File: src/hw/cpuPkg.sv
`default_nettype none

package cpuPkg;

    localparam int WORD_SIZE  = 16;
    localparam int NUM_REGS   = 4;
    localparam int MEM_WORDS  = 256;
    localparam int MEM_ADDR_W = $clog2(MEM_WORDS);

    typedef logic [WORD_SIZE-1:0] word_t;
    typedef logic [$clog2(NUM_REGS)-1:0] regIdx_t;

    // JAL and JRL write their return address here
    localparam regIdx_t LINK_REG = 2'd2;

    localparam logic [3:0] OP_BNE   = 4'd0;
    localparam logic [3:0] OP_BEQ   = 4'd1;
    localparam logic [3:0] OP_BGZ   = 4'd2;
    localparam logic [3:0] OP_BLZ   = 4'd3;
    localparam logic [3:0] OP_ADI   = 4'd4;
    localparam logic [3:0] OP_ORI   = 4'd5;
    localparam logic [3:0] OP_LHI   = 4'd6;
    localparam logic [3:0] OP_LWD   = 4'd7;
    localparam logic [3:0] OP_SWD   = 4'd8;
    localparam logic [3:0] OP_JMP   = 4'd9;
    localparam logic [3:0] OP_JAL   = 4'd10;
    localparam logic [3:0] OP_RTYPE = 4'd15;

    localparam logic [5:0] FN_ADD = 6'd0;
    localparam logic [5:0] FN_SUB = 6'd1;
    localparam logic [5:0] FN_AND = 6'd2;
    localparam logic [5:0] FN_ORR = 6'd3;
    localparam logic [5:0] FN_NOT = 6'd4;
    localparam logic [5:0] FN_TCP = 6'd5;
    localparam logic [5:0] FN_SHL = 6'd6;
    localparam logic [5:0] FN_SHR = 6'd7;
    localparam logic [5:0] FN_JPR = 6'd25;
    localparam logic [5:0] FN_JRL = 6'd26;
    localparam logic [5:0] FN_WWD = 6'd28;
    localparam logic [5:0] FN_HLT = 6'd29;

    typedef struct packed {
        logic [3:0] opcode;
        regIdx_t    rs;
        regIdx_t    rt;
        regIdx_t    rd;
        logic [5:0] func;
    } rType_t;

    typedef struct packed {
        logic [3:0] opcode;
        regIdx_t    rs;
        regIdx_t    rt;
        logic [7:0] imm;
    } iType_t;

    typedef struct packed {
        logic [3:0]  opcode;
        logic [11:0] target;
    } jType_t;

    typedef union packed {
        rType_t rType;
        iType_t iType;
        jType_t jType;
    } instr_u;

    typedef enum logic [3:0] {
        ALU_ADD, ALU_SUB, ALU_AND, ALU_OR, ALU_NOT, ALU_TCP, ALU_SHL, ALU_SHR, ALU_PASS_B
    } aluOp_e;

    typedef struct packed {
        logic regWrite, memToReg, memWrite, memRead, wwd;
        logic isBranch, isJumpReg, isJumpImm, isLink, isHalt;
        logic aluSrcImm, useRs, useRt;
    } ctrl_t;

    typedef enum logic [1:0] {FWD_REG, FWD_EXMEM, FWD_MEMWB} fwdSel_e;

    // pcNext is the address of the following instruction
    typedef struct packed {
        logic   valid;
        word_t  pcNext;
        instr_u instr;
    } ifId_t;

    typedef struct packed {
        logic    valid;
        ctrl_t   ctrl;
        word_t   pcNext;
        instr_u  instr;
        word_t   rsData;
        word_t   rtData;
        word_t   imm;
        regIdx_t rd;
    } idEx_t;

    typedef struct packed {
        logic    valid;
        ctrl_t   ctrl;
        word_t   aluOut;
        word_t   storeData;
        regIdx_t rd;
    } exMem_t;

    typedef struct packed {
        logic    valid;
        ctrl_t   ctrl;
        word_t   aluOut;
        word_t   memData;
        regIdx_t rd;
    } memWb_t;

    // Everything the hazard unit looks at
    typedef struct packed {
        regIdx_t exRs, exRt, memRd, wbRd, idRs, idRt, exRd;
        logic    exUseRs, exUseRt, memRegWrite, wbRegWrite;
        logic    idUseRs, idUseRt, exMemRead;
    } hazSrc_t;

endpackage

`default_nettype wire

File: src/hw/datapath.sv
`default_nettype none

module datapath
    import cpuPkg::*;
(
    input  wire logic    clk,
    input  wire logic    rstN,
    output word_t        fetchAddr,
    input  wire word_t   fetchData,
    output word_t        dataAddr,
    output word_t        dataWrData,
    output logic         dataWe,
    output logic         dataRe,
    input  wire word_t   dataRdData,
    output instr_u       decInstr,
    input  wire ctrl_t   ctrl,
    output regIdx_t      rdIdxA,
    output regIdx_t      rdIdxB,
    input  wire word_t   rdDataA,
    input  wire word_t   rdDataB,
    output regIdx_t      wrIdx,
    output word_t        wrData,
    output logic         wrEn,
    output word_t        aluA,
    output word_t        aluB,
    output instr_u       exInstr,
    input  wire word_t   aluResult,
    input  wire logic    branchTaken,
    output hazSrc_t      exSrc,
    input  wire fwdSel_e fwdA,
    input  wire fwdSel_e fwdB,
    input  wire logic    stall,
    output word_t        outputPort,
    output word_t        numInst,
    output logic         isHalted
);

    word_t   pc;
    ifId_t   ifId;
    idEx_t   idEx;
    exMem_t  exMem;
    memWb_t  memWb;
    logic    fetchStop;
    logic    exRedirect, idJump, idHalt;
    word_t   wbValue, fwdValA, fwdValB, immExt, redirTarget, jumpTarget;
    regIdx_t idRd;

    function automatic word_t pickFwd(fwdSel_e sel, word_t regVal, word_t exVal, word_t wbVal);
        case (sel)
            FWD_EXMEM: return exVal;
            FWD_MEMWB: return wbVal;
            default:   return regVal;
        endcase
    endfunction

    // Decode
    assign decInstr   = ifId.instr;
    assign rdIdxA     = ifId.instr.rType.rs;
    assign rdIdxB     = ifId.instr.rType.rt;
    assign idJump     = ifId.valid && ctrl.isJumpImm && !exRedirect;
    assign idHalt     = ifId.valid && ctrl.isHalt && !exRedirect;
    assign jumpTarget = {ifId.pcNext[WORD_SIZE-1:12], decInstr.jType.target};
    assign idRd       = ctrl.isLink ? LINK_REG :
                        (decInstr.rType.opcode == OP_RTYPE) ? decInstr.rType.rd
                                                            : decInstr.iType.rt;

    always_comb begin
        case (decInstr.iType.opcode)
            OP_ORI:  immExt = {8'h00, decInstr.iType.imm};
            OP_LHI:  immExt = {decInstr.iType.imm, 8'h00};
            default: immExt = {{8{decInstr.iType.imm[7]}}, decInstr.iType.imm};
        endcase
    end

    // Execute
    assign fwdValA     = pickFwd(fwdA, idEx.rsData, exMem.aluOut, wbValue);
    assign fwdValB     = pickFwd(fwdB, idEx.rtData, exMem.aluOut, wbValue);
    assign aluA        = fwdValA;
    assign aluB        = idEx.ctrl.aluSrcImm ? idEx.imm : (idEx.ctrl.useRt ? fwdValB : '0);
    assign exInstr     = idEx.instr;
    assign exRedirect  = idEx.valid && (idEx.ctrl.isJumpReg || (idEx.ctrl.isBranch && branchTaken));
    assign redirTarget = idEx.ctrl.isJumpReg ? fwdValA : idEx.pcNext + idEx.imm;

    assign exSrc.exRs        = idEx.instr.rType.rs;
    assign exSrc.exRt        = idEx.instr.rType.rt;
    assign exSrc.exUseRs     = idEx.ctrl.useRs;
    assign exSrc.exUseRt     = idEx.ctrl.useRt;
    assign exSrc.memRd       = exMem.rd;
    assign exSrc.wbRd        = memWb.rd;
    assign exSrc.memRegWrite = exMem.ctrl.regWrite;
    assign exSrc.wbRegWrite  = memWb.ctrl.regWrite;
    assign exSrc.idRs        = decInstr.rType.rs;
    assign exSrc.idRt        = decInstr.rType.rt;
    assign exSrc.idUseRs     = ifId.valid && ctrl.useRs;
    assign exSrc.idUseRt     = ifId.valid && ctrl.useRt;
    assign exSrc.exMemRead   = idEx.ctrl.memRead;
    assign exSrc.exRd        = idEx.rd;

    // Memory and writeback
    assign fetchAddr  = pc;
    assign dataAddr   = exMem.aluOut;
    assign dataWrData = exMem.storeData;
    assign dataWe     = exMem.ctrl.memWrite;
    assign dataRe     = exMem.ctrl.memRead;
    assign wbValue    = memWb.ctrl.memToReg ? memWb.memData : memWb.aluOut;
    assign wrIdx      = memWb.rd;
    assign wrData     = wbValue;
    assign wrEn       = memWb.ctrl.regWrite;

    always_ff @(posedge clk) begin
        if (!rstN) begin
            pc          <= '0;
            fetchStop   <= 1'b0;
            ifId.valid  <= 1'b0;
            idEx.valid  <= 1'b0;
            idEx.ctrl   <= '0;
            exMem.valid <= 1'b0;
            exMem.ctrl  <= '0;
            memWb.valid <= 1'b0;
            memWb.ctrl  <= '0;
        end else begin
            if (!stall) begin
                if (exRedirect) begin
                    pc <= redirTarget;
                end else if (idJump) begin
                    pc <= jumpTarget;
                end else if (!(fetchStop || idHalt)) begin
                    pc <= pc + 1'b1;
                end
                if (idHalt) begin
                    fetchStop <= 1'b1;
                end
                ifId.valid  <= !(exRedirect || idJump || idHalt || fetchStop);
                ifId.pcNext <= pc + 1'b1;
                ifId.instr  <= fetchData;
            end

            // Bubble on stall, flush or empty decode slot
            if (stall || exRedirect || !ifId.valid) begin
                idEx.valid <= 1'b0;
                idEx.ctrl  <= '0;
            end else begin
                idEx.valid <= 1'b1;
                idEx.ctrl  <= ctrl;
            end
            idEx.pcNext <= ifId.pcNext;
            idEx.instr  <= ifId.instr;
            idEx.rsData <= rdDataA;
            idEx.rtData <= rdDataB;
            idEx.imm    <= immExt;
            idEx.rd     <= idRd;

            exMem.valid     <= idEx.valid;
            exMem.ctrl      <= idEx.ctrl;
            exMem.aluOut    <= idEx.ctrl.isLink ? idEx.pcNext : aluResult;
            exMem.storeData <= fwdValB;
            exMem.rd        <= idEx.rd;

            memWb.valid   <= exMem.valid;
            memWb.ctrl    <= exMem.ctrl;
            memWb.aluOut  <= exMem.aluOut;
            memWb.memData <= dataRdData;
            memWb.rd      <= exMem.rd;
        end
    end

    // Retirement
    always_ff @(posedge clk) begin
        if (!rstN) begin
            numInst    <= '0;
            outputPort <= '0;
            isHalted   <= 1'b0;
        end else if (memWb.valid) begin
            numInst <= numInst + 1'b1;
            if (memWb.ctrl.wwd) begin
                outputPort <= memWb.aluOut;
            end
            if (memWb.ctrl.isHalt) begin
                isHalted <= 1'b1;
            end
        end
    end

    exMemRwExclusive: assert property (@(posedge clk) disable iff (!rstN)
        !(exMem.ctrl.memWrite && exMem.ctrl.memRead));

    // Everything younger than HLT was flushed
    haltEndsRetirement: assert property (@(posedge clk) disable iff (!rstN)
        isHalted |-> !memWb.valid);

endmodule

`default_nettype wire

File: config.mk
export PLATFORM = sky130hd
export DESIGN_NAME = datapath
export DESIGN_NICKNAME = d
export VERILOG_FILES = /design/src/hw/cpuPkg.sv /design/src/hw/datapath.sv
export SDC_FILE = /design/constraint.sdc
export NUM_CORES = 1
export LEC_CHECK = 0
export BUFFER_PORTS_ARGS = -buffer_cell sky130_fd_sc_hd__buf_2
export CAP_MARGIN = 20
export CORE_ASPECT_RATIO = 0.6
export CORE_MARGIN = 1.5
export CORE_UTILIZATION = 48
export DETAILED_ROUTE_END_ITERATION = 16
export GPL_TIMING_DRIVEN = 0
export PLACE_DENSITY = 0.76
export SLEW_MARGIN = 20
export SYNTH_ARGS = -nofsm -noshare
export SYNTH_HDL_FRONTEND = slang
export SYNTH_SLANG_ARGS = --single-unit
export TNS_END_PERCENT = 100
File: constraint.sdc
create_clock -name clk -period 2.3 [get_ports clk]
set_input_delay 0.115 -clock clk [delete_from_list [all_inputs] [get_ports clk]]
set_output_delay 0.115 -clock clk [all_outputs]
set_load 0.01 [all_outputs]
==> qor.csv, run 1 <==
stage,metric,value,unit
routing,Initial DRC Count,1004,
run_status,status,finished with violations,
yosys,top cell type's share of synthesized area,46.5,%
placement,placed cell areas,0.0137,mm²
sta,Final Max Slew Viols,0,
global_route,GRT Overall Usage,28.8,%
cts,Worst-Skew Late Latency,0.54,ns
routing,post-route ant nets,0,
routing,# DRC,0,
global_route,global-route wire length before repair,54.5,mm
yosys,asr flop ratio synth,0,%
sta,final hold violations,0,
pwr,cell leakage power,6.63,nW
sta,period utilization,101,%
global_route,vias in the first global route,8882,
critical_path,Max Fanout on Critical Path,8,
yosys,most common library cells after synthesis,"edfxtp_1, nand2_1, buf_4, dfxtp_1, o21ai_0",
yosys,ys flop type,edfxtp_1,
pwr,sequential power share,49.7,%
placement,RD Place Congestion,0.918,
critical_path,Crit. End Element,output port,
yosys,Post-Syn Instances,1001,
finish,proportion of layout cells with a drive suffix above 1,38.9,%
critical_path,critical path class,flip-flop to output port,
yosys,sequential share of the synthesized area,59.4,%
die,core area,0.0241,mm²
yosys,Synth Net Count,1124,
die,Die Y-Extent,124,µm
cts,Max clock buf depth,3,
cts,CTS HTree Levels,1,
pwr,pwr/cell area,694,mW/mm²
global_route,initial antenna violation count,5,
placement,hpwl dp,27.6,mm
yosys,"area leader, netlist",edfxtp_1,
pwr,Tot Pwr,0.0110,W
sta,final number of setup-violating endpoints,3,
yosys,Synth warnings,0,
die,Rows,44,
critical_path,Critical Path AT,2.21,ns
sta,Fin Setup TNS,-0.0438,ns
critical_path,Setup crit start kind,flip-flop,
pwr,maximum vdd drop,489,µV
pwr,Comb pwr share,15.6,%
critical_path,"Req. time, crit path",2.18,ns
hold_path,WHS Path Cells,1,
cts,clock tree root buffer cell,clkbuf_16,
finish,nets,1551,
die,Die Width,205,µm
sta,post-layout minimum cycle time,2.33,ns
cts,clock-pin slew of the registers on the worst-case setup and hold paths,0.06,ns
yosys,post-synthesis cell area,0.0118,mm²
yosys,Post-synth EDFFs,182,
pwr,Psw,0.00289,W
finish,synth-to-layout area growth,35.5,%
global_route,largest net degree at the start of global routing,84,
cts,clock sink count,258,
finish,Final Cell Area,0.0159,mm²
routing,total number of vias,9542,
yosys,"flops & latches, synth",258,
routing,WL per Instance,21.5,µm
routing,DR vias/cell,5.39,
routing,drt total wl,38.0,mm
pwr,P_int,0.00816,W
die,die area,0.0255,mm²
flow_run,max_cap viols,0,
sta,Worst-Margin Slew,0.753,ns
critical_path,R2R setup slack,0.06,ns
sta,Worst Skew,0.0273,ns
placement,Placed Cells,1616,
yosys,most frequent cell after synthesis,edfxtp_1,
cts,CTS buffer count,24,
sta,RSZ-0062 raised after global routing,yes,
finish,final cell count without fillers,1769,
pwr,share of total power in the clock network,34.6,%
sta,worst setup margin,-0.0289,ns
die,Initial Util,48.7,%
yosys,post-synthesis cell type count,65,
critical_path,Register-to-Register Path Depth,7,
sta,Slew headroom,49.4,%
placement,Place WS,-0.185,ns
yosys,synthesized area per cell,11.7,µm²
die,I/O Pins,292,
placement,Port-buffer cells,291,
yosys,largest cells by area after synthesis,"edfxtp_1, dfxtp_1, buf_4",
run_status,failing checks,setup timing,
finish,# fillers,1841,
hold_path,HP Class,primary input to flip-flop,
pwr,Switching Fraction,26.1,%
routing,Detailed Routing Iterations Pass 1,5,
global_route,Overflow after GRT,0,
cts,CTS tree,done,
sta,maximum clock rate,429,MHz
[cell families (layout without fill, tap and decap cells)]
kind of cell	after synthesis	in the layout	share of synthesized area, %
adders and majority gates	22	22	2.41
muxes	38	38	3.58
and+or+nand+nor	288	288	11.9
other	0	1	0
AOI/OAI and AO/OA	210	210	11.9
DFF	258	258	59.4
buffers and inverters	150	595	8.03
xor gates and xnor gates	35	35	2.77
[power by group through the flow]
stage               combinational, W  clock (W)  sequential [W]
detailed placement           0.00140          0         0.00558
global placement             0.00136          0         0.00559
global route                 0.00184    0.00405         0.00552
CTS                          0.00158    0.00386         0.00548
floorplan                   0.000789          0         0.00549
finish                       0.00173    0.00383         0.00549
[path summary, 6_finish.rpt]
path,startpoint,to
hold / removal,rstN,idEx[43]
hold reg to reg,ifId[16],idEx[66]
setup / recovery,memWb[45],aluB[11]
setup reg to reg,idEx[8],fetchAddr[13]
[metal layers]
layer | vias up | wire [µm] | global-route usage [%]
met5 | - | 0 | 0
met4 | 0 | 469 | 4.21
met3 | 32 | 4530 | 9.43
met2 | 552 | 15700 | 40.4
met1 | 4562 | 17300 | 44.0
li1 | 4396 | - | -
[per-stage QoR]
step | hold slack, ns | util (%)
after floorplan | 0.214 | -
after global placement | 0.292 | 56.5
after detailed placement | 0.293 | 56.8
after CTS | 0.0723 | 64.5
after global routing | 0.0861 | 66.0
final | 0.0562 | 66.0
[sequential cells by signal, indices dropped and copies added (netlist names)]
signal      flops
fetchAddr      16
memWb          36
exSrc           8
exInstr        16
fetchStop       1
numInst        16
ifId           17
outputPort     16
dataRe          1
decInstr       16
exMem           4
isHalted        1
wrIdx           2
dataWrData     16
idEx           74
dataAddr       16
dataWe          1
wrEn            1
[final cells by class]
type	count	area, µm²	area share (%)
clock buffer	34	689	4.33
antenna	1	2.50	0.0157
tap	322	403	2.53
buffer	132	920	5.78
sequential	258	6990	43.9
clock inverter	10	47.5	0.299
timing repair buffer	403	2600	16.3
multi-input combinational	593	4220	26.5
inverter	16	60.1	0.377
[what timing repair did]
item                       4_1_cts  5_1_grt
gates cloned                     0        1
pin swaps                       10       23
hold buffers                    93        0
gates resized for setup         60       67
setup buffers                    2       14
setup endpoints to repair       40       35
hold endpoints to repair        97        0
[placed cells by master (no fill, tap or decap), types with 4 or more instances in the layout]
cell / count
clkbuf_16: 26
nand4_1: 11
a21boi_0: 18
xnor2_1: 25
nor2_1: 27
buf_2: 291
a21oi_2: 5
ha_2: 4
a22o_1: 16
edfxtp_1: 182
nand2_1: 133
o21ai_0: 36
clkinv_2: 8
mux2i_1: 6
buf_4: 105
mux2_2: 21
and2_1: 48
xor2_1: 9
inv_1: 16
clkbuf_2: 6
o22ai_1: 6
mux2_4: 11
o21ai_2: 20
a22oi_1: 6
clkbuf_1: 35
a31oi_1: 7
dlygate4sd3_1: 93
dfxtp_1: 75
o211ai_1: 7
nor3_1: 10
a21oi_1: 20
nand3_1: 18
nor2b_1: 11
clkbuf_8: 6
ha_1: 12
o21ai_1: 10
ha_4: 5
and3_1: 9
a22oi_2: 26
[critical path: stages (launching register included)]
cell and delay [ns]:
dfxtp_2 0.34, buf_12 0.14, buf_12 0.13, mux2_4 0.33, a22oi_2 0.27, o21ai_2 0.10
a22o_1 0.22, buf_2 0.14
Power figures use the tool's default switching activity.
==> run 2: changes to the inputs <==
--- a/config.mk
+++ b/config.mk
@@ -13,6 +13,7 @@
 export DETAILED_ROUTE_END_ITERATION = 16
 export GPL_TIMING_DRIVEN = 0
 export PLACE_DENSITY = 0.76
+export RECOVER_POWER = 50
 export SLEW_MARGIN = 20
 export SYNTH_ARGS = -nofsm -noshare
 export SYNTH_HDL_FRONTEND = slang
==> constraint.sdc (replaced) <==
create_clock -name clk -period 1.9 [get_ports clk]
set_input_delay 0.095 -clock clk [delete_from_list [all_inputs] [get_ports clk]]
set_output_delay 0.095 -clock clk [all_outputs]
set_load 0.01 [all_outputs]
==> qor.csv, run 2 (same netlist as run 1, synthesis figures left out) <==
stage,metric,value,unit
routing,Detailed Routing Iterations Pass 1,6,
sta,Worst-Margin Slew,1.29,ns
pwr,Comb pwr share,16.4,%
routing,post-route ant nets,0,
finish,most frequent cells in the layout,"buf_2, edfxtp_1, buf_4",
cts,Max clock buf depth,3,
hold_path,min-delay src,rstN,
pwr,cell leakage power,6.88,nW
die,die area,0.0255,mm²
critical_path,reg2reg end,fetchAddr[12],
die,Initial Util,48.7,%
placement,RD Place Congestion,0.929,
critical_path,R2R setup slack,-0.35,ns
critical_path,r2r startpoint,idEx[3],
routing,WL per Instance,22.0,µm
global_route,Overflow after GRT,0,
routing,# DRC,0,
placement,Port-buffer cells,291,
sta,worst setup margin,-0.388,ns
global_route,initial antenna violation count,1,
critical_path,worst setup path start,memWb[45],
placement,Placed Cells,1616,
sta,Worst Skew,0.0129,ns
die,Die Y-Extent,124,µm
hold_path,Hold EP,exInstr[11],
cts,CTS tree,done,
routing,Initial DRC Count,778,
sta,period utilization,120,%
global_route,global-route wire length before repair,57.5,mm
pwr,Switching Fraction,26.1,%
cts,clock-pin slew of the registers on the worst-case setup and hold paths,0.07,ns
run_status,failing checks,setup timing,
global_route,largest net degree at the start of global routing,93,
pwr,Psw,0.00368,W
finish,max reg flops,74,
routing,total number of vias,9849,
cts,Worst-Skew Late Latency,0.53,ns
critical_path,Max Fanout on Critical Path,7,
run_status,status,finished with violations,
routing,met2 wire length,16.6,mm
routing,top sig layer,met4,
critical_path,critical path class,flip-flop to output port,
placement,hpwl dp,27.9,mm
sta,final number of setup-violating endpoints,48,
sta,final hold violations,0,
sta,RSZ-0062 raised after global routing,yes,
routing,met1 wire length,16.9,mm
finish,synth-to-layout area growth,41.0,%
cts,CTS HTree Levels,1,
hold_path,HP Class,primary input to flip-flop,
finish,nets,1581,
pwr,sequential power share,47.3,%
flow_run,max_cap viols,0,
critical_path,Register-to-Register Path Depth,9,
routing,DR vias/cell,5.48,
sta,Final Max Slew Viols,0,
sta,maximum clock rate,437,MHz
critical_path,Setup crit start kind,flip-flop,
routing,drt total wl,39.6,mm
pwr,maximum vdd drop,643,µV
cts,clock sink count,258,
pwr,pwr/cell area,851,mW/mm²
die,core area,0.0241,mm²
global_route,vias in the first global route,9400,
hold_path,WHS Path Cells,1,
finish,antenna fix cells,0,
finish,top flop regs,"idEx x74, memWb x36, ifId x17",
pwr,share of total power in the clock network,36.3,%
placement,Place WS,-0.589,ns
finish,final cell count without fillers,1798,
die,Die Width,205,µm
die,I/O Pins,292,
die,Rows,44,
cts,CTS buffer count,25,
critical_path,Critical Path AT,2.19,ns
finish,"commonest non-fill, non-tap cell in the layout",buf_2,
sta,post-layout minimum cycle time,2.29,ns
placement,placed cell areas,0.0137,mm²
cts,clock tree root buffer cell,clkbuf_16,
sta,Slew headroom,14.1,%
finish,Top reg by flops,idEx,
critical_path,Crit. End Element,output port,
finish,proportion of layout cells with a drive suffix above 1,43.0,%
pwr,P_int,0.0104,W
global_route,GRT Overall Usage,30.5,%
routing,WL met3,4.99,mm
finish,Final Cell Area,0.0166,mm²
critical_path,"Req. time, crit path",1.80,ns
run 2: cell types whose count changed in the layout (fill, tap and decap cells not counted), sizes merged:
cell      previous run  this run
clkbuf              73        86
inv                 16        17
clkinvlp             0         2
diode                1         0
buf                403       418
bufinv               0         2
clkinv              10         7
run 2: layer usage:
layer | up-vias | global-route usage (%)
met5 | - | 0
li1 | 4457 | -
met1 | 4740 | 44.0
met3 | 65 | 10.3
met2 | 587 | 43.7
met4 | 0 | 8.07
run 2: cell type report:
class	instances	area (µm²)
plain buffers	130	901
clock buffers	33	718
clock inverters	12	119
fillers	1762	7540
inverters	16	60.1
multi-input cells	593	4560
flip-flops and latches	258	6990
well taps	322	403
repair buffers	434	2820
run 2: power groups by stage:
| stage | combinational (W) | clock [W] | sequential (W) |
|---|---|---|---|
| CTS | 0.00214 | 0.00515 | 0.00664 |
| detailed placement | 0.00171 | 0 | 0.00676 |
| global placement | 0.00166 | 0 | 0.00676 |
| finish | 0.00231 | 0.00512 | 0.00666 |
| global route | 0.00246 | 0.00540 | 0.00669 |
| floorplan | 0.000973 | 0 | 0.00665 |
run 2: worst max-delay path by stage:
stage                               end  slack [ns]  depth (start not counted)
after floorplan           fetchAddr[14]       -0.04                          8
after global placement         idEx[84]       -3.70                          5
after detailed placement   fetchAddr[0]       -0.59                          7
after CTS                       aluB[0]       -0.40                          7
after global routing      fetchAddr[12]       -0.43                          9
final                          aluB[12]       -0.39                          7
run 2: stage by stage:
stage,TNS [ns],util [%],power (W),hold slack [ns]
finish,-11.89,68.7,0.0141,0.0186
global route,-14.92,68.7,0.0146,0.0293
CTS,-10.88,67.5,0.0139,0.00405
detailed placement,-17.78,57.0,0.00847,0.273
global placement,-451.33,56.7,0.00843,0.272
floorplan,-0.0641,-,0.00763,0.194
run 2: worst max-delay path: stages, from the launching register on:
cell and delay, ns:
dfxtp_2 0.34, buf_8 0.14, clkbuf_16 0.16, mux2_4 0.33, a22oi_2 0.23, o21ai_2 0.11, a22o_1 0.23, buf_6 0.13
run 2: what timing repair did:
action | 4_1_cts | 5_1_grt
buffers inserted | 29 | 18
pin swaps | 40 | 48
endpoints found under the setup margin | 93 | 72
gates resized for setup | 160 | 58
gates cloned | 0 | 1
hold buffers | 93 | 0
hold endpoints to repair | 97 | 0
